File: config.mk
export PLATFORM = sky130hd
export DESIGN_NAME = rx_slot_ctrl
export DESIGN_NICKNAME = d
export VERILOG_FILES = /design/src/source/ethpipe_pkg.sv /design/src/source/rx_slot_ctrl.sv
export SDC_FILE = /design/constraint.sdc
export NUM_CORES = 1
export LEC_CHECK = 0
export CAP_MARGIN = 25
export CORE_ASPECT_RATIO = 0.6
export CORE_MARGIN = 2
export CORE_UTILIZATION = 40
export CTS_CLUSTER_DIAMETER = 50
export DETAILED_ROUTE_END_ITERATION = 12
export DONT_BUFFER_PORTS = 1
export PLACE_DENSITY_LB_ADDON = 0.1
export SYNTH_ARGS = -nofsm -noshare
export SYNTH_HDL_FRONTEND = slang
export SYNTH_SLANG_ARGS = --single-unit
File: constraint.sdc
create_clock -name gmii_rx_clk -period 1.6 [get_ports gmii_rx_clk]
set_input_delay 0.24 -clock gmii_rx_clk [delete_from_list [all_inputs] [get_ports gmii_rx_clk]]
set_output_delay 0.24 -clock gmii_rx_clk [all_outputs]
set_load 0.005 [all_outputs]
File: src/source/ethpipe_pkg.sv
`default_nettype none

package ethpipe_pkg;

  // ------------------------------------------------------------
  // GMII and slot memory data
  // ------------------------------------------------------------

  // One byte off the GMII receive bus
  typedef logic [7:0] byte_t;

  // Slot word, lane 0 low byte (even offsets), lane 1 high byte (odd offsets)
  typedef logic [15:0] slot_word_t;

  // One-hot lane select for a single byte write
  typedef logic [1:0] lane_en_t;

  localparam lane_en_t LANE_LO = 2'b01;
  localparam lane_en_t LANE_HI = 2'b10;

  // ------------------------------------------------------------
  // Frame descriptor
  // ------------------------------------------------------------

  // Byte count of one captured frame
  typedef logic [11:0] frame_len_t;

  // Copy of the free-running global counter
  typedef logic [31:0] timestamp_t;

endpackage

`default_nettype wire
File: src/source/rx_slot_ctrl.sv
`timescale 1ns/1ps
`default_nettype none

module rx_slot_ctrl (
  input  wire                          gmii_rx_clk,
  input  wire                          sys_rst,
  input  wire                          frame_done,
  input  wire ethpipe_pkg::frame_len_t frame_len,
  input  wire ethpipe_pkg::timestamp_t frame_ts,
  input  wire                          slot_release,
  output logic                         slot_empty,
  output logic                         slot_full,
  output ethpipe_pkg::frame_len_t      held_len,
  output ethpipe_pkg::timestamp_t      held_ts
);

  // ------------------------------------------------------------
  // Slot ownership
  // ------------------------------------------------------------

  // Writer fills, host releases
  always_ff @(posedge gmii_rx_clk) begin
    if (sys_rst) begin
      slot_full <= 1'b0;
      held_len  <= '0;
      held_ts   <= '0;
    end else begin
      if (frame_done && !slot_full) begin
        slot_full <= 1'b1;
        held_len  <= frame_len;
        held_ts   <= frame_ts;
      end else if (slot_release && slot_full) begin
        // Length and timestamp stay until the next frame lands
        slot_full <= 1'b0;
      end
    end
  end

  // Level seen by the writer when deciding to arm
  assign slot_empty = !slot_full;

  // Writer must be disarmed for as long as the host owns the slot
  a_no_fill_when_full : assert property (
    @(posedge gmii_rx_clk) disable iff (sys_rst)
    frame_done |-> !slot_full
  );

endmodule

`default_nettype wire

==> summary.md, run 1 <==
For this design the static power due to leakage is 0.686 nW. The depth of the worst register-to-register path works out to 3. The tools report the element type at the critical path start as a flip-flop. Data on the critical path arrives at its endpoint at 1.11 ns. The setup total negative slack is 0 ns. The slowest cell on the critical path is sky130_fd_sc_hd__buf_4.

The run gives 252 as the post-synthesis net count. Setup repair after global routing left no endpoint under its margin. The routed length on met1 was 2060 um; the wire length on met2 was 2140 um.

The logs give 15 for the count of distinct cell types in the synthesized netlist and 0 for the number of max-cap violations. The total overflow left after global routing is 0. The run gives 391 um as the amount of wire on met3 after detailed routing. The capture point of the critical path was slot_empty. From synthesis to final layout, the design area changed by 2.79%. The logs give 204 for the synthesized netlist cell count and 90 for the maximum number of pins on one net before global-route repair.

The post-route minimum period was 1.35 ns; the number of placed I/O pins was 94. STA classifies the critical path endpoint as an output port. Path class of the lowest-slack min-delay path: input pin to flip-flop. TritonCTS built the clock tree.

After clock tree synthesis, the clock-pin slew on the worst setup and hold paths is 0.08 ns. The cell area that synthesis handed to floorplanning was 0.00211 mm^2. The first global-routing pass estimated 7240 um of wire. Derived from the worst setup path, the maximum achievable clock frequency is 742 MHz.

The number of synthesis warnings is 0. The highest layer touched by signal routing is met4. In this run, CTS created clock tree buffers numbering 5. A synthesized cell averages 10.3 um^2. Row generation in the floorplan step produced 20 rows. No sink is reached through more buffers than the 2 on the longest clock path. The filler cell count in the final layout was 478; the maximum fanout along the worst path was 48.

The critical path contains buffers and inverters numbering 2 combined. The total of cells resized after clock tree synthesis is 0. The register-to-register setup slack is 0.43 ns. 0 antenna diodes ended up in the layout.

During placement, the flow inserted port buffers numbering 0. The tightest hold path in the finished design has a slack of 0.0349 ns. IR analysis of the VDD net gives a maximum drop of 0.000336 V. Clock skew on the completed layout was measured at 0.00780 ns. For this configuration, the core starts out at a cell density of 41.6%.

The number of logic stages on the critical path including buffering was 2. For the count of endpoints failing hold in the final timing report, the log shows 0. The wire length per cell after detailed routing was 18.0 um. The start point of the worst hold path was slot_release. The worst path uses 84.3% of the clock period.

The cell sitting at the root of the clock tree is a sky130_fd_sc_hd__clkbuf_8. The ratio of cells with drive above 1 in the final layout was 10.9%; the number of nets in the layout was 239. The run gives 0 as the number of antenna violations at the first check in global routing.

Routability-driven placement finished with a final weighted congestion of 0.678. The tools report the number of setup buffers added after CTS as 0. Clock tree synthesis found a total of 45 sinks.

The run finished with clean final reports. The number of optimization iterations in the first detailed-route pass is 4, and the final max-slew violation count is 0. In this run the number of H-tree levels came out at 2. For this block, the initial DRC count from the detailed router was 36. For the worst-skew pair, the clock arrives at the later sink with an insertion delay of 0.29 ns.

The core area came out at 0.00508 mm^2. The critical path starts at slot_full$_SDFFE_PP0P_. The number of hold buffers added after CTS was 0. After synthesis the netlist holds a flip-flop and latch count of 45. For the number of failing setup endpoints in the final timing report, the log shows 0. After detailed routing, the number of vias per cell comes to 5.66.

Global routing consumed, over all layers together, 15.7% of the routing resources. The half-perimeter wire length after detailed placement is 2910 um. The antenna violation net count after detailed routing was 0; the number of global-route vias before repair was 1437. For the worst setup path, the data required time is 1.36 ns. Number of design rule violations left after detail routing: 0. The total power density per cell area was 1030 mW/mm^2; the overall via count from detail_route was 1460.

The height of the chip works out to 60.3 um. Top cell family by delay on the critical path: buffers and inverters. The share of the Yosys chip area taken by registers is 42.7%. The endpoint of the lowest-slack register-to-register path is held_ts[14]$_SDFFE_PP0P_. The signal on the critical path passes through buf_4, inv_1.

The floorplan step defined a die boundary enclosing 0.00589 mm^2. On the worst path, the slowest cell contributes a delay of 0.38 ns. The slew at the pin closest to its max-slew limit is 0.427 ns.

In this run the critical register-to-register path is launched from slot_full$_SDFFE_PP0P_. Measured against its own limit, the worst slew margin works out to 71.6%. The aggregate routed wire length is 4630 um, and the horizontal die dimension is 97.8 um.

Kind of critical path: flip-flop to output port.
-- layout make-up --
class	instances	area, um^2	share of cell area [%]
tap	66	82.6	3.81
sequential	45	901	41.5
clock inverter	1	5.00	0.231
multi-input combinational	135	1050	48.2
inverter	1	3.75	0.173
timing repair buffer	3	35.0	1.61
clock buffer	7	96.3	4.44
-- cells in the mapped netlist --
cell	n	share of area, %
sky130_fd_sc_hd__a211oi_1	1	0.36
sky130_fd_sc_hd__and2b_4	1	0.47
sky130_fd_sc_hd__buf_2	4	0.95
sky130_fd_sc_hd__buf_6	8	4.3
sky130_fd_sc_hd__clkbuf_1	6	1.1
sky130_fd_sc_hd__clkbuf_2	4	0.95
sky130_fd_sc_hd__clkbuf_4	1	0.36
sky130_fd_sc_hd__dfxtp_1	45	43
sky130_fd_sc_hd__inv_1	1	0.18
sky130_fd_sc_hd__nand2b_1	44	13
sky130_fd_sc_hd__nand4bb_1	44	23
sky130_fd_sc_hd__nor2_1	1	0.18
sky130_fd_sc_hd__o21ai_0	4	0.95
sky130_fd_sc_hd__o21ai_1	31	7.4
sky130_fd_sc_hd__o21ai_2	9	3.7
-- cells by family after synthesis --
kind of cell	count (synthesis)	share of synthesized area (%)
buffers and inverters	24	7.77
AOI/OAI and AO/OA	45	12.4
and+or+nand+nor	90	37.2
DFF	45	42.7
-- worst min path at each step --
stage,to,cells after the start
5_1_grt,slot_full$_SDFFE_PP0P_,1
4_1_cts,slot_full$_SDFFE_PP0P_,1
2_1_floorplan,slot_full$_SDFFE_PP0P_,1
3_3_place_gp,slot_full$_SDFFE_PP0P_,1
6_report,slot_full$_SDFFE_PP0P_,1
3_5_place_dp,slot_full$_SDFFE_PP0P_,1
-- placed cells by master (no fill, tap or decap), drive strengths merged --
master and n:
clkbuf 7, nand2b 44, clkinv 1, buf 3, o21ai 44, nor2 1
inv 1, nand4bb 44, a211oi 1, dfxtp 45, and2b 1
-- flip-flops by register name (all words and copies together) (netlist names) --
signal     flops
held_ts       32
slot_full      1
held_len      12
-- worst reg2reg max path, delay by kind of cell, from the launching register on --
kind	cells	cell delay [ns]
AND/OR/NAND/NOR	1	0.41
AO/OA/AOI/OAI	1	0.09
buffers and inverters	1	0.25
flip-flops	1	0.31
-- per-stage QoR --
stage / cells / power [mW] / setup slack, ns / instance area (um^2) / utilization (%)
6_report: 258 / 2.23 / 0.251 / 2170 / 42.7
5_1_grt: 258 / 2.35 / 0.161 / 2170 / 42.7
4_1_cts: 258 / 2.27 / 0.242 / 2170 / 42.7
3_5_place_dp: 250 / 1.50 / 0.431 / 2070 / 40.7
3_3_place_gp: 250 / 1.48 / 0.483 / 2070 / 40.7
2_1_floorplan: 204 / 1.50 / 0.596 / 2110 / -
-- where the power goes --
part           leakage (nW)  switching (mW)  internal, mW
registers             0.370          0.0575          1.19
logic                 0.262          0.0932         0.122
clock network        0.0542           0.369         0.391
-- routing by layer --
metal / up-vias / GRT usage, %
li1: 700 / -
met1: 698 / 19.1
met2: 57 / 25.5
met3: 5 / 6.90
met4: 0 / 5.16
met5: - / 0
Note: power is estimated with default switching activity, not from simulation.
==> run 2: changes to the inputs <==
==> constraint.sdc (replaced) <==
create_clock -name gmii_rx_clk -period 1.4 [get_ports gmii_rx_clk]
set_input_delay 0.21 -clock gmii_rx_clk [delete_from_list [all_inputs] [get_ports gmii_rx_clk]]
set_output_delay 0.21 -clock gmii_rx_clk [all_outputs]
set_load 0.005 [all_outputs]
==> summary.md, run 2 (synthesized netlist as in run 1, its figures left out) <==
The global routing met3 resource utilization was 8.07% (was 6.90%); the depth of the worst register-to-register path was 3 (unchanged). The number of design rule violations left after detail routing is 0 (unchanged). The run gives 0.00589 mm^2 (unchanged) as the die outline area. The number of global-route vias before repair is 1373 (was 1437), and the data arrival time of the worst path is 1.04 ns (was 1.11 ns). The tools report the number of setup buffers added after CTS as 0 (unchanged). The run gives 94 (unchanged) as the number of placed I/O pins.

The maximum root-to-sink buffer count is 2 (unchanged). After layout, the minimum clock period comes to 1.25 ns. Cell row count: 20 (unchanged). The run gives 79.1% (was 71.6%) as the relative max-transition margin. Setup repair after global routing left no endpoint under its margin.

End-of-flow core utilization: 43.4% (was 42.7%). The half-perimeter wire length after detailed placement was 2900 um (was 2910 um). The timing-limited maximum frequency was 799 MHz; the via count normalized by instance count was 5.55 (was 5.66). The horizontal die dimension works out to 97.8 um (unchanged).

For the setup total negative slack, the log shows 0 ns (unchanged). The run gives 0.00221 mm^2 (was 0.00217 mm^2) as the final standard cell area without fillers. The static leakage power is 0.700 nW (was 0.686 nW). Global-route wire length before repair: 7130 um (was 7240 um). The peak supply drop is 0.000389 V (was 0.000336 V), and the number of optimization iterations in the first detailed-route pass is 4 (unchanged). For the remaining global-route overflow, the log shows 0 (unchanged).

The instance count along the most critical hold path came out at 2 (was 1). The nature of the critical path endpoint was an output port (unchanged). Layout overhead on the synthesized area: 4.51% (was 2.79%). The initial cell density of the core came out at 41.6% (unchanged). The tools report the endpoint of the lowest-slack register-to-register path as held_len[7]$_SDFFE_PP0P_ (was held_ts[14]$_SDFFE_PP0P_). The number of max-cap violations came out at 0 (unchanged). The final max-slew violation count was 0 (unchanged).

The initial DRC count was 45 (was 36); the antenna violation net count after detailed routing was 0 (unchanged). Number of nets in the layout: 241 (was 239). For the met2 track demand over resource in global routing, the log shows 23.1% (was 25.5%). The number of antenna violations at the first check in global routing was 0 (unchanged). For the aggregate routed wire length, the log shows 4750 um (was 4630 um). Cell at the root of the clock tree: sky130_fd_sc_hd__clkbuf_8 (unchanged). Number of H-tree branching levels: 2 (unchanged). The run gives 45 (unchanged) as the clock net sink count. Sink of the worst hold path: held_ts[7]$_SDFFE_PP0P_ (was slot_full$_SDFFE_PP0P_). The count of buffers inserted at the top-level ports was 0 (unchanged). TritonCTS built the clock tree. Maximum number of pins on one net before global-route repair: 90 (unchanged). The commonest non-fill, non-tap cell in the layout was sky130_fd_sc_hd__dfxtp_1 (unchanged). The tools report the start point of the worst hold path as frame_ts[7] (was slot_release). The tools report the final critical-path setup slack as 0.148 ns (was 0.251 ns). For the final cell count without fillers, the log shows 260 (was 258). The tools report the overall via count from detail_route as 1444 (was 1460). Top flop regs: held_ts (32), held_len (12), slot_full (1) (unchanged).

The number of flip-flops in the largest register was 32 (unchanged); the power spent charging and discharging nets was 0.607 mW (was 0.520 mW). The tools report the number of failing setup endpoints in the final timing report as 0 (unchanged). The final clock period utilization by the worst path was 89.4%; the clock input transition at the sequential cells of the worst setup and hold paths was 0.08 ns (about the same).

The run gives 5 (unchanged) as the TritonCTS buffer count. The height of the chip is 60.3 um (unchanged). The ratio of cells with drive above 1 in the final layout was 10.8% (was 10.9%); the register-to-register setup slack was 0.30 ns (was 0.43 ns).

The switching power as a share of total power works out to 23.7% (was 23.4%). The tools report the start point of the critical path as slot_full$_SDFFE_PP0P_ (unchanged). The run gives 55.7% (was 56.2%) as the sequential fraction of design power.

Register containing the most flip-flops in the final layout: held_ts (unchanged). The part of the power in combinational logic is 10.1% (was 9.7%). For the met1 track utilization from global routing, the log shows 19.1% (about the same). The kind of critical path is flip-flop to output port (unchanged).

Power share of the clock group: 34.2% (was 34.1%). Element type at the critical path start: a flip-flop (unchanged). The tools report the data required time of the worst path as 1.19 ns (was 1.36 ns). The cell area after placement is 0.00208 mm^2 (was 0.00207 mm^2), and the placed cell count is 250 (unchanged). The path class of the lowest-slack min-delay path is input pin to flip-flop (unchanged). The run finished with clean final reports.

The core area is 0.00508 mm^2 (unchanged). The run gives 1.96 mW (was 1.71 mW) as the internal power. Routability-driven placement congestion ratio: 0.673 (was 0.678).

Count of endpoints failing hold in the final timing report: 0 (unchanged). The tools report the source of the worst register-to-register timing path as slot_full$_SDFFE_PP0P_ (unchanged). The total power density per cell area was 1160 mW/mm^2 (was 1030 mW/mm^2). The tools report the later-pin clock latency in the skew report as 0.29 ns (about the same). The worst clock skew is 0.00312 ns (was 0.00780 ns), and the slew at the pin closest to its max-slew limit is 0.313 ns (was 0.427 ns). The global-route layer with the greatest usage was met2 (unchanged). The wire length per cell after detailed routing came out at 18.3 um (was 18.0 um).

The tools report the total global-route track usage as 15.3% (was 15.7%). Most frequent cells in the layout: sky130_fd_sc_hd__dfxtp_1 (45), sky130_fd_sc_hd__nand2b_1 (44), sky130_fd_sc_hd__nand4bb_1 (44), sky130_fd_sc_hd__o21ai_1 (31), sky130_fd_sc_hd__o21ai_2 (9) (unchanged). For the number of inserted diodes, the log shows 0 (unchanged).

The maximum fanout along the worst path was 48 (unchanged); the post-placement setup slack was 0.323 ns (was 0.431 ns).
## run 2: cell count changes in the layout (fill, tap and decap cells not counted)
cell,previous run,this run
sky130_fd_sc_hd__buf_4,2,0
sky130_fd_sc_hd__dlygate4sd3_1,0,2
sky130_fd_sc_hd__buf_12,1,2
sky130_fd_sc_hd__buf_6,0,1
## run 2: final cells by class
cell class / count / area, um^2
Fill cell: 491 / 2870
Multi-Input combinational cell: 135 / 1050
Sequential cell: 45 / 901
Clock buffer: 7 / 96.3
Tap cell: 66 / 82.6
Timing Repair Buffer: 5 / 71.3
Clock inverter: 1 / 5.00
Inverter: 1 / 3.75
## run 2: metal layers
metal | wire, um | part of all wire (%) | vias to the layer above
li1 | - | - | 702
met1 | 2180 | 46 | 680
met2 | 2060 | 43 | 58
met3 | 468 | 9.9 | 4
met4 | 41 | 0.86 | 0
met5 | 0 | 0 | -
## run 2: power groups by stage
| stage | logic [mW] | registers (mW) | clock network (mW) |
|---|---|---|---|
| 3_3_place_gp | 0.242 | 1.46 | 0 |
| 6_report | 0.258 | 1.43 | 0.879 |
| 4_1_cts | 0.261 | 1.43 | 0.928 |
| 3_5_place_dp | 0.255 | 1.46 | 0 |
| 5_1_grt | 0.282 | 1.44 | 0.972 |
| 2_1_floorplan | 0.269 | 1.44 | 0 |
## run 2: how the worst max path moves through the flow
stage | to | slack [ns]
floorplan | held_ts[1]$_SDFFE_PP0P_ | 0.40
global placement | held_len[7]$_SDFFE_PP0P_ | 0.36
detailed placement | held_ts[8]$_SDFFE_PP0P_ | 0.32
CTS | slot_empty | 0.05
global route | slot_empty | 0.06
finish | slot_empty | 0.15
## run 2: worst max-delay path, stage by stage, from the launching register on
cell and delay (ns):
sky130_fd_sc_hd__dfxtp_1 0.34, sky130_fd_sc_hd__buf_6 0.29, sky130_fd_sc_hd__inv_1 0.10
## run 2: through the flow
stage,hold WS (ns),power [mW]
detailed placement,0.292,1.71
floorplan,0.310,1.71
global placement,0.289,1.70
global route,0.0674,2.70
finish,0.0792,2.57
CTS,0.0663,2.62
## run 2: what timing repair did
item                       4_1_cts  5_1_grt
hold buffers                     2        0
resized for setup                0        1
setup endpoints to repair        0        1
hold endpoints to repair         1        0
==> run 3: changes to the inputs <==
--- a/config.mk
+++ b/config.mk
@@ -12,7 +12,7 @@
 export CTS_CLUSTER_DIAMETER = 50
 export DETAILED_ROUTE_END_ITERATION = 12
 export DONT_BUFFER_PORTS = 1
-export PLACE_DENSITY_LB_ADDON = 0.1
+export PLACE_DENSITY = 0.62
 export SYNTH_ARGS = -nofsm -noshare
 export SYNTH_HDL_FRONTEND = slang
 export SYNTH_SLANG_ARGS = --single-unit
==> summary.md, run 3 (synthesized netlist as in run 1, its figures left out) <==
The run finished with clean final reports. TritonCTS built the clock tree. The logs give 4 (unchanged) for the number of optimization iterations in the first detailed-route pass and 0 (unchanged) for the number of inserted diodes. The top cell family by delay on the critical path was buffers and inverters (unchanged).

The wire length per cell after detailed routing was 16.5 um (was 18.3 um); the clock net sink count was 45 (unchanged). The final clock period utilization by the worst path was 92.6% (was 89.4%); the number of nets in the layout was 241 (unchanged). The element type at the critical path start was a flip-flop (unchanged). The tools report the TritonCTS buffer count as 5 (unchanged). The tools report the data arrival time of the worst path as 1.09 ns (was 1.04 ns). The total of hold buffers inserted after clock tree synthesis was 1 (was 2); the data required time of the worst path was 1.19 ns (about the same).

The register containing the most flip-flops in the final layout is held_ts (unchanged). The height of the chip is 60.3 um (unchanged), and the number of buffers and inverters on the critical path is 2 (unchanged). The setup total negative slack is 0 ns (unchanged).

The aggregate routed wire length was 4280 um (was 4750 um); the register-to-register setup slack was 0.32 ns (was 0.30 ns). The clock input transition at the sequential cells of the worst setup and hold paths is 0.08 ns (about the same), and the area of the multi-input gates is 0.00105 mm^2 (unchanged). The cell row count was 20 (unchanged); the instance count along the most critical hold path was 2 (unchanged). Sink of the worst hold path: held_ts[9]$_SDFFE_PP0P_ (was held_ts[7]$_SDFFE_PP0P_). The count of endpoints failing hold in the final timing report was 0 (unchanged); the timing-limited maximum frequency was 771 MHz (was 799 MHz).

The remaining global-route overflow came out at 0 (unchanged). The kind of critical path is flip-flop to output port (unchanged). The relative max-transition margin was 73.2% (was 79.1%); the peak per-stage delay on the critical path was 0.37 ns (was 0.34 ns). The nature of the critical path endpoint was an output port (unchanged). The logs give 0.00515 ns (was 0.00312 ns) for the worst clock skew and 90 (unchanged) for the maximum number of pins on one net before global-route repair. For the number of antenna violations at the first check in global routing, the log shows 0 (unchanged).

The die outline area was 0.00589 mm^2 (unchanged). The slew at the pin closest to its max-slew limit is 0.402 ns (was 0.313 ns), and the via count normalized by instance count is 5.48 (was 5.55). The source of the worst register-to-register timing path is slot_full$_SDFFE_PP0P_ (unchanged). The logs give 0.680 (was 0.673) for the routability-driven placement congestion ratio and 0.689 nW (was 0.700 nW) for the static leakage power. The number of setup buffers added after CTS was 0 (unchanged); the number of global-route vias before repair was 1366 (was 1373). The filler cell count in the final layout is 509 (was 491).

The number of failing setup endpoints in the final timing report is 0 (unchanged). The tools report the sequential cell area as 901 um^2 (unchanged). The path class of the lowest-slack min-delay path is input pin to flip-flop (unchanged). The count of buffers inserted at the top-level ports is 0 (unchanged), and the layout overhead on the synthesized area is 3.62% (was 4.51%). The tools report the start point of the worst hold path as frame_done (was frame_ts[7]).

The number of placed I/O pins was 94 (unchanged). The tools report the initial cell density of the core as 41.6% (unchanged). For the post-placement setup slack, the log shows 0.304 ns (was 0.323 ns). The later-pin clock latency in the skew report was 0.28 ns (was 0.29 ns); the overall via count from detail_route was 1419 (was 1444).

The peak supply drop was 0.000370 V (was 0.000389 V); the initial DRC count was 41 (was 45). Maximum fanout along the worst path: 48 (unchanged). Commonest non-fill, non-tap cell in the layout: sky130_fd_sc_hd__dfxtp_1 (unchanged). For the total of cells resized after clock tree synthesis, the log shows 0 (unchanged). The tools report the cell at the root of the clock tree as sky130_fd_sc_hd__clkbuf_8 (unchanged). Ratio of cells with drive above 1 in the final layout: 9.84% (was 10.8%). Setup repair after global routing left no endpoint under its margin. Depth of the worst register-to-register path: 3 (unchanged). The total power density per cell area is 1130 mW/mm^2 (was 1160 mW/mm^2), and the horizontal die dimension is 97.8 um (unchanged). The tools report the final max-slew violation count as 0 (unchanged). The logs give 6730 um (was 7130 um) for the global-route wire length before repair and 2 (unchanged) for the maximum root-to-sink buffer count. The slowest cell on the critical path was sky130_fd_sc_hd__buf_4 (was sky130_fd_sc_hd__dfxtp_1).

The endpoint of the lowest-slack register-to-register path was held_ts[31]$_SDFFE_PP0P_ (was held_len[7]$_SDFFE_PP0P_). The number of design rule violations left after detail routing came out at 0 (unchanged). Number of flip-flops in the largest register: 32 (unchanged). The half-perimeter wire length after detailed placement is 2580 um (was 2900 um). The antenna violation net count after detailed routing was 0 (unchanged).

The logs give 14.3% (was 15.3%) for the total global-route track usage and 0 (unchanged) for the number of max-cap violations. Cell chain of the critical path: buf_4, inv_1 (was buf_6, inv_1). The number of H-tree branching levels came out at 2 (unchanged). The post-route minimum period was 1.30 ns (was 1.25 ns); the final critical-path setup slack was 0.103 ns (was 0.148 ns).

Most frequent cells in the layout: sky130_fd_sc_hd__dfxtp_1 (45), sky130_fd_sc_hd__nand2b_1 (44), sky130_fd_sc_hd__nand4bb_1 (44), sky130_fd_sc_hd__o21ai_1 (31), sky130_fd_sc_hd__o21ai_2 (9) (unchanged). Top flop regs: held_ts (32), held_len (12), slot_full (1) (unchanged). The tools report the core area as 0.00508 mm^2 (unchanged).
## run 3: cell count changes in the layout (fill, tap and decap cells not counted)
| cell | before | now |
|---|---|---|
| sky130_fd_sc_hd__clkinv_2 | 1 | 0 |
| sky130_fd_sc_hd__clkbuf_1 | 0 | 1 |
| sky130_fd_sc_hd__buf_4 | 0 | 1 |
| sky130_fd_sc_hd__buf_6 | 1 | 0 |
| sky130_fd_sc_hd__clkbuf_8 | 7 | 6 |
## run 3: power breakdown
group          switching (mW)  internal, mW
registers              0.0634          1.36
logic                   0.105         0.148
clock network           0.406         0.392
total                   0.574          1.90
## run 3: how the worst max path moves through the flow
stage                                      start                       end  slack (ns)  depth (start not counted)
after CTS                 slot_full$_SDFFE_PP0P_                slot_empty        0.09                          2
final                     slot_full$_SDFFE_PP0P_                slot_empty        0.10                          2
after global placement    slot_full$_SDFFE_PP0P_  held_ts[31]$_SDFFE_PP0P_        0.34                          3
after global routing      slot_full$_SDFFE_PP0P_                slot_empty      0.0004                          2
after detailed placement  slot_full$_SDFFE_PP0P_  held_ts[31]$_SDFFE_PP0P_        0.30                          3
after floorplan           slot_full$_SDFFE_PP0P_   held_ts[1]$_SDFFE_PP0P_        0.40                          4
## run 3: per-stage QoR
step | utilization [%] | hold slack (ns) | power [mW] | instance area [um^2] | instances
after floorplan | - | 0.310 | 1.71 | 2110 | 204
after global placement | 41.0 | 0.291 | 1.70 | 2080 | 250
after detailed placement | 41.0 | 0.293 | 1.71 | 2080 | 250
after CTS | 42.9 | 0.00270 | 2.53 | 2180 | 258
after global routing | 43.1 | 0.0745 | 2.62 | 2190 | 259
final | 43.1 | 0.0876 | 2.48 | 2190 | 259
## run 3: per-layer routing
| metal | GRT usage [%] | wire (um) |
|---|---|---|
| met2 | 20.1 | 1700 |
| met4 | 3.57 | 11 |
| met5 | 0 | 0 |
| met3 | 7.37 | 499 |
| met1 | 19.5 | 2060 |
## run 3: final cells by class
type	instances	area share, %
clock buffers	7	3.95
inverters	1	0.172
well taps	66	3.78
flip-flops and latches	45	41.2
repair buffers	5	3.09
multi-input cells	135	47.8
