### config.mk
export PLATFORM = sky130hd
export DESIGN_NAME = rx_frame_writer_flat
export DESIGN_NICKNAME = d
export VERILOG_FILES = /design/src/source/ethpipe_pkg.sv /design/src/source/slot_wr_if.sv /design/src/source/rx_frame_writer.sv /design/src/flat_wrapper.sv
export SDC_FILE = /design/constraint.sdc
export NUM_CORES = 1
export LEC_CHECK = 0
export BUFFER_PORTS_ARGS = -buffer_cell sky130_fd_sc_hd__buf_2
export CAP_MARGIN = 40
export CORE_UTILIZATION = 46
export DETAILED_ROUTE_END_ITERATION = 10
export PLACE_DENSITY = 0.84
export SLEW_MARGIN = 20
export SYNTH_ARGS = -nofsm -noshare
export SYNTH_HDL_FRONTEND = slang
export SYNTH_SLANG_ARGS = --single-unit
### constraint.sdc
create_clock -name gmii_rx_clk -period 2.47 [get_ports gmii_rx_clk]
set_input_delay 0.494 -clock gmii_rx_clk [delete_from_list [all_inputs] [get_ports gmii_rx_clk]]
set_output_delay 0.494 -clock gmii_rx_clk [all_outputs]
set_load 0.05 [all_outputs]
### src/source/ethpipe_pkg.sv
`default_nettype none

package ethpipe_pkg;

  // ------------------------------------------------------------
  // GMII and slot memory data
  // ------------------------------------------------------------

  // One byte off the GMII receive bus
  typedef logic [7:0] byte_t;

  // Slot word, lane 0 low byte (even offsets), lane 1 high byte (odd offsets)
  typedef logic [15:0] slot_word_t;

  // One-hot lane select for a single byte write
  typedef logic [1:0] lane_en_t;

  localparam lane_en_t LANE_LO = 2'b01;
  localparam lane_en_t LANE_HI = 2'b10;

  // ------------------------------------------------------------
  // Frame descriptor
  // ------------------------------------------------------------

  // Byte count of one captured frame
  typedef logic [11:0] frame_len_t;

  // Copy of the free-running global counter
  typedef logic [31:0] timestamp_t;

endpackage

`default_nettype wire
### src/source/slot_wr_if.sv
`timescale 1ns/1ps
`default_nettype none

// Byte write beats into the slot memory, one lane per beat, no stall
interface slot_wr_if #(
  parameter int SLOT_ADDR_W = 10
);
  import ethpipe_pkg::*;

  logic                   wr_en;
  logic [SLOT_ADDR_W-1:0] address;
  lane_en_t               lane_en;
  slot_word_t             data;

  modport writer (
    output wr_en,
    output address,
    output lane_en,
    output data
  );

  modport ram (
    input wr_en,
    input address,
    input lane_en,
    input data
  );

endinterface

`default_nettype wire

### src/source/rx_frame_writer.sv
`timescale 1ns/1ps
`default_nettype none

module rx_frame_writer #(
  parameter int SLOT_ADDR_W = 10
) (
  input  wire                     gmii_rx_clk,
  input  wire                     sys_rst,
  input  wire ethpipe_pkg::byte_t gmii_rxd,
  input  wire                     gmii_rx_dv,
  input  wire ethpipe_pkg::timestamp_t global_counter,
  input  wire                     slot_empty,
  slot_wr_if.writer               wr,
  output logic                    frame_done,
  output ethpipe_pkg::frame_len_t frame_len,
  output ethpipe_pkg::timestamp_t frame_ts
);
  import ethpipe_pkg::*;

  // Slot capacity in bytes, two per word
  localparam frame_len_t CAP_BYTES = frame_len_t'(2 ** (SLOT_ADDR_W + 1));

  // ------------------------------------------------------------
  // Receive FSM encoding
  // ------------------------------------------------------------
  localparam logic [1:0] ST_IDLE  = 2'd0;
  localparam logic [1:0] ST_ARMED = 2'd1;
  localparam logic [1:0] ST_RECV  = 2'd2;
  localparam logic [1:0] ST_DONE  = 2'd3;

  logic [1:0] state;
  frame_len_t byte_cnt;
  logic       armed;
  logic       room;
  logic       accept;

  // Armed covers both waiting for the first byte and mid-frame
  assign armed  = (state == ST_ARMED) || (state == ST_RECV);
  assign room   = (byte_cnt < CAP_BYTES);
  // Bytes past capacity are dropped without counting
  assign accept = armed && gmii_rx_dv && room;

  // ------------------------------------------------------------
  // Control path
  // ------------------------------------------------------------
  always_ff @(posedge gmii_rx_clk) begin
    if (sys_rst) begin
      state    <= ST_IDLE;
      byte_cnt <= '0;
      frame_ts <= '0;
      wr.wr_en <= 1'b0;
    end else begin
      wr.wr_en <= accept;
      if (accept) begin
        byte_cnt <= byte_cnt + frame_len_t'(1);
      end

      case (state)
        ST_IDLE: begin
          // Only arm on a quiet line so capture never starts mid-frame
          if (slot_empty && !gmii_rx_dv) begin
            state    <= ST_ARMED;
            byte_cnt <= '0;
          end
        end
        ST_ARMED: begin
          if (gmii_rx_dv) begin
            state    <= ST_RECV;
            frame_ts <= global_counter;
          end
        end
        ST_RECV: begin
          // First idle cycle after data ends the frame
          if (!gmii_rx_dv) begin
            state <= ST_DONE;
          end
        end
        default: begin
          // One cycle of frame_done, then wait for the slot to empty again
          state <= ST_IDLE;
        end
      endcase
    end
  end

  // ------------------------------------------------------------
  // Write beat payload
  // ------------------------------------------------------------
  always_ff @(posedge gmii_rx_clk) begin
    if (accept) begin
      wr.address <= byte_cnt[SLOT_ADDR_W:1];
      wr.lane_en <= byte_cnt[0] ? LANE_HI : LANE_LO;
      // Byte on both lanes, lane_en picks the one that lands
      wr.data    <= {gmii_rxd, gmii_rxd};
    end
  end

  assign frame_done = (state == ST_DONE);
  // Counter holds its final value through the DONE cycle
  assign frame_len  = byte_cnt;

  // Each write beat touches exactly one byte lane
  a_lane_onehot : assert property (
    @(posedge gmii_rx_clk) disable iff (sys_rst)
    wr.wr_en |-> $onehot(wr.lane_en)
  );

  // A frame completes at most once per receive cycle
  a_done_single : assert property (
    @(posedge gmii_rx_clk) disable iff (sys_rst)
    frame_done |=> !frame_done
  );

endmodule

`default_nettype wire

### src/flat_wrapper.sv
// flat-port wrapper written by rule: the top's interface ports become plain ports
module rx_frame_writer_flat import ethpipe_pkg::*;
#(
  parameter int SLOT_ADDR_W = 10
)
  (gmii_rx_clk, sys_rst, gmii_rxd, gmii_rx_dv, global_counter, slot_empty, frame_done, frame_len, frame_ts, wr_wr_en, wr_address, wr_lane_en, wr_data);
  slot_wr_if #(.SLOT_ADDR_W(SLOT_ADDR_W)) wr_i ();
  input  wire gmii_rx_clk;
  input  wire sys_rst;
  input  wire ethpipe_pkg::byte_t gmii_rxd;
  input  wire gmii_rx_dv;
  input  wire ethpipe_pkg::timestamp_t global_counter;
  input  wire slot_empty;
  output logic frame_done;
  output ethpipe_pkg::frame_len_t frame_len;
  output ethpipe_pkg::timestamp_t frame_ts;
  output wire logic [$bits(wr_i.wr_en)-1:0] wr_wr_en;
  output wire logic [$bits(wr_i.address)-1:0] wr_address;
  output wire logic [$bits(wr_i.lane_en)-1:0] wr_lane_en;
  output wire logic [$bits(wr_i.data)-1:0] wr_data;
  assign wr_wr_en = wr_i.wr_en;
  assign wr_address = wr_i.address;
  assign wr_lane_en = wr_i.lane_en;
  assign wr_data = wr_i.data;
  rx_frame_writer #(.SLOT_ADDR_W(SLOT_ADDR_W)) u_core (.gmii_rx_clk(gmii_rx_clk), .sys_rst(sys_rst), .gmii_rxd(gmii_rxd), .gmii_rx_dv(gmii_rx_dv), .global_counter(global_counter), .slot_empty(slot_empty), .wr(wr_i), .frame_done(frame_done), .frame_len(frame_len), .frame_ts(frame_ts));
endmodule
==> flow_summary.toml, run 1 <==
[sta]
timing.hold.ws_ns = 0.346
timing_max_transition_violations_final = 0
min_period_over_period = 0.766
finalSetupTns_ns = 0
timing.max_slew.rel_slack = 0.735
tightest_slew_ns = 0.397
maximum_clock_frequency_ghz = 0.528
hold_viol_final = 0
min_period_ns = 1.89
final.setup_skew_ns = 0.00868
final_setup_viols = 0
rsz0062_at_grt = "false"

[status]
run_status = "completed"

[yosys]
synth-edff-count = 20
post_synth_mux_area_share = 0.0119
synth.top_cell.area_share = 0.373
ys_seq_area_frac = 0.611
postSynthRegisterBits = 67
postSynth.asyncResetShare = 0
dominant_combinational_cell_family_by_area_after_synthesis = "simple AND/OR/NAND/NOR gates"
synthMostInstantiatedCell = "sky130_fd_sc_hd__nand2_1"
yosys.area_share.simple = 0.188
mappedNetlistArea_um2 = 2520
xor_xnor_fraction_of_synth_area = 0.0347
synthesis.yosys.warnings = 0
synth.top_cells.by_area = "sky130_fd_sc_hd__dfxtp_1 37%, sky130_fd_sc_hd__edfxtp_1 24%, sky130_fd_sc_hd__nand2_1 10%"
ys_types = 27
syn-instance-count = 251
synth_compound_gate_area_share = 0.0719
synth_common_cells = "70 x sky130_fd_sc_hd__nand2_1, 47 x sky130_fd_sc_hd__dfxtp_1, 32 x sky130_fd_sc_hd__a21oi_1"
post_synthesis_adder_cell_area_fraction = 0.0297
average_size_of_a_mapped_cell_um2 = 10.1
mappedNetlistNets = 301
netlist.top_cell.by_area = "sky130_fd_sc_hd__dfxtp_1"
synth-main-ff-cell = "sky130_fd_sc_hd__dfxtp_1"

[clocking]
cts_buffers = 9
clock_tree_from_tritoncts = "done"
post-cts-setup-buffer-count = 0
buffers_from_clock_root_to_sink_at_most = 2
clk_transition_reported_paths_ns = 0.07
numClockSinks = 67
cts_repair_resize_count = 0
worstSkewPairLatency_ns = 0.32
htree_levels = 3
clockRootBuffer = "sky130_fd_sc_hd__clkbuf_8"
cts_hold_buffers = 0

[floorplan]
floorplan.core_area_um2 = 5200
die-area_um2 = 5790
top_level_ports = 118
die_h_um = 76.1
floorplan.initialDensity = 0.485
placement_rows = 26
floorplan.die.width_um = 76.1

[route]
drc = 0
ant_nets = 0
wl_um = 5370
detail_route.iter0.violations = 105
vias = 2072
routed_wire_length_per_instance_um = 12.2
vias_per_cell = 4.72
detailedRoute.firstPassIterationCount = 4

[finish]
share_of_post_route_cells_with_drive_strength_above_1 = 0.385
post-route-util = 0.643
num-fill-cells = 462
area_growth_syn_to_layout_pct = 32.6
stdcell_area_um2 = 3350
antennaDiodeCount = 0
final_net_count = 414
layout.area.seq_um2 = 1540
multi_input_area_um2 = 850

[placement]
buffer_ports.inserted = 117
dpl.hpwl_um = 3830
gpl.final_weighted_congestion = 0.712
placedInstanceArea_um2 = 3130

[worst_setup_path]
startpoint = "u_core.state[0]"
regToRegSetupSlack_ns = 0.58
timing.rr.end = "u_core.wr.data[12]"
cp_data_arrival_time_ns = 1.91
worstRegToRegCells = 4
critPathCapture = "u_core.wr.data[12]"
cp.required_ns = 2.49
cp_max_fo = 13
type_of_destination_of_the_critical_path = "flip-flop"
timing.critical_path.from_type = "flip-flop"
worstSetupPathType = "flip-flop to flip-flop"
worst_reg2reg_startpoint = "u_core.state[0]"

[power_and_ir_drop]
p_leak_nw = 1.50
power.density_cell_area_nw_per_um2 = 1090
report.power.total_w = 0.00366
vdd_drop_max_v = 0.000504

[global_routing]
largest_net_degree_at_the_start_of_global_routing = 33
grt.overflow.total = 0
number_of_global_route_vias_before_repair = 1903
grt_antenna_before_repair = 0
grt_pass1_wl_um = 8530
track_usage = 0.186

[worst_hold_path]
timing.hold.worst.class = "primary input to flip-flop"
worst_hold_startpoint = "gmii_rxd[6]"

[job]
maxCapViolations = 0
-- layer usage --
layer	global-route usage	routed length, um	up-vias
met4	0.0923	94	0
met3	0.0347	263	10
met2	0.331	2790	63
met1	0.215	2230	960
met5	0	0	-
li1	-	-	1039
-- cell type report --
type	count	area share
clock buffers	11	0.0423
clock inverters	5	0.0228
inverters	5	0.00561
multi-input cells	158	0.254
flip-flops and latches	67	0.461
well taps	70	0.0262
repair buffers	123	0.188
-- through the flow --
step | setup WS (ns) | std cells
final | 0.577 | 439
after global routing | 0.481 | 439
after CTS | 0.573 | 439
after detailed placement | 0.582 | 423
after global placement | 0.666 | 423
after floorplan | 0.687 | 251
-- how the worst min path moves through the flow --
stage / end / cells after the start / slack (ns)
floorplan: u_core.state[1] / 2 / 0.54
CTS: u_core.wr.data[14] / 1 / 0.33
global placement: u_core.frame_ts[2] / 2 / 0.44
detailed placement: u_core.frame_ts[17] / 2 / 0.44
global route: u_core.wr.data[14] / 1 / 0.32
finish: u_core.wr.data[14] / 1 / 0.35
-- placed cells by master, fill, tap and decap left out, types with 2 or more instances in the layout --
master / count
sky130_fd_sc_hd__buf_4: 6
sky130_fd_sc_hd__nand3_1: 2
sky130_fd_sc_hd__xor2_1: 2
sky130_fd_sc_hd__inv_1: 5
sky130_fd_sc_hd__clkbuf_8: 10
sky130_fd_sc_hd__bufinv_16: 2
sky130_fd_sc_hd__xnor2_1: 8
sky130_fd_sc_hd__nor3_1: 3
sky130_fd_sc_hd__edfxtp_1: 20
sky130_fd_sc_hd__nand2_1: 70
sky130_fd_sc_hd__buf_2: 117
sky130_fd_sc_hd__nor2_1: 19
sky130_fd_sc_hd__nor4_2: 2
sky130_fd_sc_hd__ha_1: 6
sky130_fd_sc_hd__a21oi_1: 32
sky130_fd_sc_hd__dfxtp_1: 47
sky130_fd_sc_hd__mux2i_1: 3
-- critical path, cell delays in order, from the launching register on --
cell                      delay, ns
sky130_fd_sc_hd__dfxtp_1       0.42
sky130_fd_sc_hd__inv_1         0.10
sky130_fd_sc_hd__ha_1          0.36
sky130_fd_sc_hd__and3b_1       0.43
sky130_fd_sc_hd__buf_4         0.29
-- where the power goes --
group	internal [W]	total, W	switching [W]
Sequential	0.00133	0.00141	0.0000820
Clock	0.000592	0.000986	0.000394
Combinational	0.000281	0.00126	0.000982
-- sequential cells by signal, indices dropped and copies added, names as in the netlist --
name               count
u_core.wr.lane_en      2
u_core.wr.address     10
u_core.frame_len      12
u_core.wr.wr_en        1
u_core.wr.data         8
u_core.frame_ts       32
u_core.state           2
-- cells by family (layout without fill, tap and decap cells) --
logic type                 Yosys count  count (layout)
DFF                                 67              67
AOI/OAI and AO/OA                   35              35
adders and majority gates            6               6
and+or+nand+nor                    104             104
muxes                                3               3
buffers and inverters               26             144
xor gates and xnor gates            10              10
(Power assumes the default switching activity.)
==> run 2: changes to the inputs <==
--- a/config.mk
+++ b/config.mk
@@ -7,9 +7,9 @@
 export LEC_CHECK = 0
 export BUFFER_PORTS_ARGS = -buffer_cell sky130_fd_sc_hd__buf_2
 export CAP_MARGIN = 40
-export CORE_UTILIZATION = 46
+export CORE_UTILIZATION = 41
 export DETAILED_ROUTE_END_ITERATION = 10
-export PLACE_DENSITY = 0.84
+export PLACE_DENSITY = 0.8
 export SLEW_MARGIN = 20
 export SYNTH_ARGS = -nofsm -noshare
 export SYNTH_HDL_FRONTEND = slang
==> constraint.sdc (replaced) <==
create_clock -name gmii_rx_clk -period 1.6 [get_ports gmii_rx_clk]
set_input_delay 0.32 -clock gmii_rx_clk [delete_from_list [all_inputs] [get_ports gmii_rx_clk]]
set_output_delay 0.32 -clock gmii_rx_clk [all_outputs]
set_load 0.05 [all_outputs]
==> run 2 against run 1 <==
Sequential cell count did not move. Sequential share of layout area fell by 0.38 points. Register-to-register slack got worse by 0.50 ns.
==> flow_summary.toml, run 2 (synthesis results as in run 1) <==
[status]
run_status = "completed"

[power_and_ir_drop]
vdd_drop_max_v = 0.000927
power_frac_comb = 0.372
power.density_cell_area_nw_per_um2 = 1640
report.power.total_w = 0.00554
switching_share = 0.411
share_seq_of_total_power = 0.391
total_switching_power_w = 0.00228
p_clk_frac = 0.237
p_leak_nw = 1.52
cellInternalPower_w = 0.00327

[sta]
final_setup_viols = 0
hold_viol_final = 0
final.setup_skew_ns = 0.00945
tightest_slew_ns = 0.320
rsz0062_at_grt = "true"
min_period_over_period = 0.951
min_period_ns = 1.52
timing.max_slew.rel_slack = 0.787
timing_max_transition_violations_final = 0
maximum_clock_frequency_ghz = 0.657
layout_setup_ws_ns = 0.0779

[floorplan]
floorplan.initialDensity = 0.426
floorplan.core_area_um2 = 5920
top_level_ports = 118
floorplan.die.width_um = 80.5
die-area_um2 = 6470
placement_rows = 28
die_h_um = 80.5

[clocking]
htree_levels = 3
cts_buffers = 9
clk_transition_reported_paths_ns = 0.07
cts_hold_buffers = 0
clockRootBuffer = "sky130_fd_sc_hd__clkbuf_8"
worstSkewPairLatency_ns = 0.33
clock_tree_from_tritoncts = "done"
numClockSinks = 67
buffers_from_clock_root_to_sink_at_most = 2

[worst_setup_path]
critPathSlowestCell = "sky130_fd_sc_hd__dfxtp_1"
cp.required_ns = 1.83
cp_data_arrival_time_ns = 1.75
crit_chain = "inv_1 -> ha_4 -> nand4b_4 -> nor4_2 -> xnor2_1 -> nor2_1"
cp_max_fo = 7
cpPeakStageDelay_ns = 0.33
type_of_destination_of_the_critical_path = "flip-flop"
worstSetupPathType = "flip-flop to flip-flop"
timing.critical_path.from_type = "flip-flop"

[global_routing]
number_of_global_route_vias_before_repair = 1856
grt_antenna_before_repair = 0
track_usage = 0.177
grt.overflow.total = 0
largest_net_degree_at_the_start_of_global_routing = 33
grt_pass1_wl_um = 8490

[finish]
layout.cells.most_common = "sky130_fd_sc_hd__buf_2"
area_growth_syn_to_layout_pct = 34.1
number_of_flip_flops_under_the_largest_register_name = 32
antennaDiodeCount = 0
finish.cell_count_without_fillers = 448
layout_common_cells = "117 x sky130_fd_sc_hd__buf_2, 70 x sky130_fd_sc_hd__nand2_1, 43 x sky130_fd_sc_hd__dfxtp_1, 32 x sky130_fd_sc_hd__a21oi_1, 20 x sky130_fd_sc_hd__edfxtp_1"
largest_register = "u_core.frame_ts"
final_net_count = 418
share_of_post_route_cells_with_drive_strength_above_1 = 0.408

[route]
detailedRoute.firstPassIterationCount = 4
ant_nets = 0
routed_wire_length_per_instance_um = 12.4
detail_route.iter0.violations = 75
wl_um = 5560
vias_per_cell = 4.65
drc = 0
vias = 2085

[placement]
dpl.hpwl_um = 3980
gpl.final_weighted_congestion = 0.735
dp_cell_count = 432
post-place-ws_ns = 0.0534
buffer_ports.inserted = 117

[job]
maxCapViolations = 0

[worst_hold_path]
timing.hold.worst.class = "primary input to flip-flop"
-- run 2: area by class of cell --
| type | count | area [um^2] |
|---|---|---|
| clock buffers | 10 | 128 |
| fillers | 540 | 2540 |
| clock inverters | 6 | 56.3 |
| flip-flops and latches | 67 | 1550 |
| well taps | 75 | 93.8 |
| repair buffers | 127 | 673 |
| inverters | 5 | 18.8 |
| multi-input cells | 158 | 868 |
-- run 2: worst paths after layout --
kind | from | end | slack (ns) | cells past startpoint
max | u_core.state[0] | u_core.frame_len[10] | 0.08 | 6
min | gmii_rxd[6] | u_core.wr.data[14] | 0.16 | 1
max reg2reg | u_core.state[0] | u_core.frame_len[10] | 0.08 | 6
min reg2reg | u_core.frame_ts[24] | u_core.frame_ts[24] | 0.45 | 2
-- run 2: power by group through the flow --
stage,Combinational (W),Clock (W),Sequential [W]
4_1_cts,0.00208,0.00136,0.00217
5_1_grt,0.00219,0.00145,0.00220
6_report,0.00206,0.00132,0.00217
3_3_place_gp,0.00203,0,0.00219
3_5_place_dp,0.00208,0,0.00221
2_1_floorplan,0.000742,0,0.00309
-- run 2: critical path, delay by kind of cell, from the launching register on --
| family | cells | cell delay [ns] |
|---|---|---|
| adder cells (fa/ha/maj) | 1 | 0.29 |
| buffers and inverters | 1 | 0.08 |
| XOR/XNOR | 1 | 0.15 |
| flip-flops | 1 | 0.33 |
| AND/OR/NAND/NOR | 3 | 0.56 |
-- run 2: per-layer routing --
metal | vias to the layer above | share of wire | GRT usage
met5 | - | 0 | 0
met4 | 0 | 0.0074 | 0.100
met3 | 2 | 0.055 | 0.0420
met2 | 71 | 0.51 | 0.303
met1 | 961 | 0.42 | 0.201
li1 | 1051 | - | -
-- run 2: stage by stage --
step / cell area [um^2] / hold WS [ns] / utilization / setup TNS [ns]
global route: 3380 / 0.140 / 0.572 / -0.0443
floorplan: 2550 / 0.419 / - / 0
CTS: 3380 / 0.138 / 0.571 / 0
detailed placement: 3190 / 0.444 / 0.540 / 0
global placement: 3190 / 0.439 / 0.540 / 0
finish: 3380 / 0.161 / 0.572 / 0
-- run 2: timing repair --
action	in CTS	in global routing
gates resized for setup	0	2
setup endpoints to repair	0	15
hold endpoints to repair	0	0
setup buffers	0	0
==> run 3: changes to the inputs <==
--- a/config.mk
+++ b/config.mk
@@ -5,11 +5,12 @@
 export SDC_FILE = /design/constraint.sdc
 export NUM_CORES = 1
 export LEC_CHECK = 0
+export ABC_AREA = 1
 export BUFFER_PORTS_ARGS = -buffer_cell sky130_fd_sc_hd__buf_2
 export CAP_MARGIN = 40
-export CORE_UTILIZATION = 41
+export CORE_UTILIZATION = 42
 export DETAILED_ROUTE_END_ITERATION = 10
-export PLACE_DENSITY = 0.8
+export PLACE_DENSITY = 0.81
 export SLEW_MARGIN = 20
 export SYNTH_ARGS = -nofsm -noshare
 export SYNTH_HDL_FRONTEND = slang
==> run 3 against run 2 <==
Worst setup slack gained 0.054 ns. Cell count increased by 7.4%. Via count up 6.7%. Design area up 0.52%. Critical endpoint is now u_core.wr.data[13]. Sequential cell count is the same. Global-route usage hardly changed. Combinational power rose by 22%. Critical path type unchanged. Maximum frequency grew 3.7%. Largest cell class unchanged.
==> flow_summary.toml, run 3 <==
[status]
run_status = "completed"

[floorplan]
top_level_ports = 118
floorplan.initialDensity = 0.435
floorplan.core_area_um2 = 5920
die-area_um2 = 6450
die_h_um = 80.3
placement_rows = 28
floorplan.die.width_um = 80.3

[route]
vias = 2225
detail_route.iter0.violations = 124
routed_wire_length_per_instance_um = 11.1
ant_nets = 0
detailedRoute.firstPassIterationCount = 6
wl_um = 5350
vias_per_cell = 4.63
drc = 0

[clocking]
clockRootBuffer = "sky130_fd_sc_hd__clkbuf_8"
clk_transition_reported_paths_ns = 0.07
htree_levels = 3
cts_hold_buffers = 0
cts_repair_resize_count = 0
buffers_from_clock_root_to_sink_at_most = 2
post-cts-setup-buffer-count = 0
worstSkewPairLatency_ns = 0.33
numClockSinks = 67
clock_tree_from_tritoncts = "done"
cts_buffers = 9

[finish]
final_net_count = 451
stdcell_area_um2 = 3400
layout.area.seq_um2 = 1550
post-route-util = 0.575
num-fill-cells = 536
antennaDiodeCount = 0
number_of_flip_flops_under_the_largest_register_name = 32
multi_input_area_um2 = 842
share_of_post_route_cells_with_drive_strength_above_1 = 0.365
layout_common_cells = "117 x sky130_fd_sc_hd__buf_2, 82 x sky130_fd_sc_hd__nor2_1, 44 x sky130_fd_sc_hd__dfxtp_1, 34 x sky130_fd_sc_hd__o21ai_0, 24 x sky130_fd_sc_hd__inv_1"
largest_register = "u_core.frame_ts"
layout.cells.most_common = "sky130_fd_sc_hd__buf_2"
area_growth_syn_to_layout_pct = 32.0

[worst_setup_path]
worstSetupPathType = "flip-flop to flip-flop"
type_of_destination_of_the_critical_path = "flip-flop"
cp.required_ns = 1.63
path_buf_inv = 3
timing.critical_path.from_type = "flip-flop"
crit_chain = "inv_1 -> ha_4 -> nand3_4 -> clkinvlp_4 -> buf_12"
cp_max_fo = 23
critPathSlowestCell = "sky130_fd_sc_hd__dfxtp_2"
worst-path-stages = 5
cp_data_arrival_time_ns = 1.50
cpLargestDelayFamily = "flip-flops"
cpPeakStageDelay_ns = 0.37
worstRegToRegCells = 5

[global_routing]
grt_antenna_before_repair = 0
largest_net_degree_at_the_start_of_global_routing = 33
track_usage = 0.178
grt.overflow.total = 0
number_of_global_route_vias_before_repair = 1986
grt_pass1_wl_um = 8520

[worst_hold_path]
hold-path-cell-count = 2
timing.hold.worst.class = "primary input to flip-flop"

[power_and_ir_drop]
p_leak_nw = 1.61
power.density_cell_area_nw_per_um2 = 1780
vdd_drop_max_v = 0.00108

[sta]
timing_max_transition_violations_final = 0
final.setup_skew_ns = 0.00798
tightest_slew_ns = 0.523
hold_viol_final = 0
rsz0062_at_grt = "false"
final_setup_viols = 0
maximum_clock_frequency_ghz = 0.681
layout_setup_ws_ns = 0.132
timing.max_slew.rel_slack = 0.651
min_period_over_period = 0.918
min_period_ns = 1.47

[placement]
placedInstanceArea_um2 = 3220
gpl.final_weighted_congestion = 0.853
buffer_ports.inserted = 117
post-place-ws_ns = 0.141
dpl.hpwl_um = 3930

[yosys]
synth.top_cell.area_share = 0.365
postSynth.asyncResetShare = 0
ys_types = 19
netlist.top_cell.by_area = "sky130_fd_sc_hd__dfxtp_1"
synthMostInstantiatedCell = "sky130_fd_sc_hd__nor2_1"
synth-main-ff-cell = "sky130_fd_sc_hd__dfxtp_1"
synth.top_cells.by_area = "sky130_fd_sc_hd__dfxtp_1 37%, sky130_fd_sc_hd__edfxtp_1 23%, sky130_fd_sc_hd__nor2_1 12%"
average_size_of_a_mapped_cell_um2 = 9.04
ys_seq_area_frac = 0.598
synth_common_cells = "82 x sky130_fd_sc_hd__nor2_1, 47 x sky130_fd_sc_hd__dfxtp_1, 35 x sky130_fd_sc_hd__o21ai_0"
synthesis.yosys.warnings = 0
postSynthRegisterBits = 67
synth-edff-count = 20
mappedNetlistNets = 335
mappedNetlistArea_um2 = 2580
syn-instance-count = 285

[job]
maxCapViolations = 0
-- run 3: cell types whose count changed after synthesis, moves of 3 or more --
| cell | delta |
|---|---|
| sky130_fd_sc_hd__nor2_1 | +63 |
| sky130_fd_sc_hd__nand2_1 | -47 |
| sky130_fd_sc_hd__o21ai_0 | +35 |
| sky130_fd_sc_hd__a21oi_1 | -26 |
| sky130_fd_sc_hd__inv_1 | +20 |
| sky130_fd_sc_hd__xnor2_1 | -8 |
| sky130_fd_sc_hd__nand3_1 | +7 |
| sky130_fd_sc_hd__buf_2 | -4 |
| sky130_fd_sc_hd__nand4_1 | +4 |
| sky130_fd_sc_hd__buf_4 | +3 |
| sky130_fd_sc_hd__clkbuf_1 | -3 |
| sky130_fd_sc_hd__mux2i_1 | -3 |
-- run 3: per-layer routing --
layer,track usage,vias up,part of all wire
met5,0,-,0
met4,0.0857,0,0.017
met3,0.0648,9,0.065
met2,0.303,81,0.50
met1,0.194,998,0.42
li1,-,1137,-
-- run 3: kinds of logic after synthesis --
kind of cell,count (synthesis),share of synthesized area
adder cells (fa/ha/maj),6,0.0291
flip-flops,67,0.598
AND/OR/NAND/NOR,123,0.200
AO/OA/AOI/OAI,43,0.0859
buffers and inverters,44,0.0801
XOR/XNOR,2,0.00680
-- run 3: worst reg2reg max path, delay by kind of cell (launching register included) --
family	cells	cell delay (ns)
adder cells (fa/ha/maj)	1	0.28
AND/OR/NAND/NOR	1	0.13
buffers and inverters	3	0.37
flip-flops	1	0.37
-- run 3: final timing paths --
kind	endpoint	slack (ns)	startpoint
min	u_core.wr.wr_en	0.16	sys_rst
min reg2reg	u_core.frame_ts[14]	0.47	u_core.frame_ts[14]
max reg2reg	u_core.wr.data[13]	0.13	u_core.state[0]
max	u_core.wr.data[13]	0.13	u_core.state[0]
-- run 3: through the flow --
step,instances,power [W],hold slack [ns],setup TNS [ns]
2_1_floorplan,285,0.00438,0.392,-0.000279
3_3_place_gp,465,0.00483,0.458,0
3_5_place_dp,465,0.00489,0.465,0
4_1_cts,481,0.00613,0.146,0
5_1_grt,481,0.00643,0.139,0
6_report,481,0.00607,0.156,0
-- run 3: where the power goes --
part	internal, W	switching [W]	total, W
combinational	0.000577	0.00193	0.00251
clock	0.000642	0.000598	0.00124
sequential	0.00214	0.000172	0.00232
total	0.00336	0.00270	0.00607
-- run 3: final cells by class --
| class | count | share of cell area |
|---|---|---|
| clock inverter | 4 | 0.00736 |
| tap | 75 | 0.0276 |
| clock buffer | 12 | 0.0456 |
| inverter | 27 | 0.0309 |
| sequential | 67 | 0.454 |
| timing repair buffer | 122 | 0.187 |
| multi-input combinational | 174 | 0.248 |
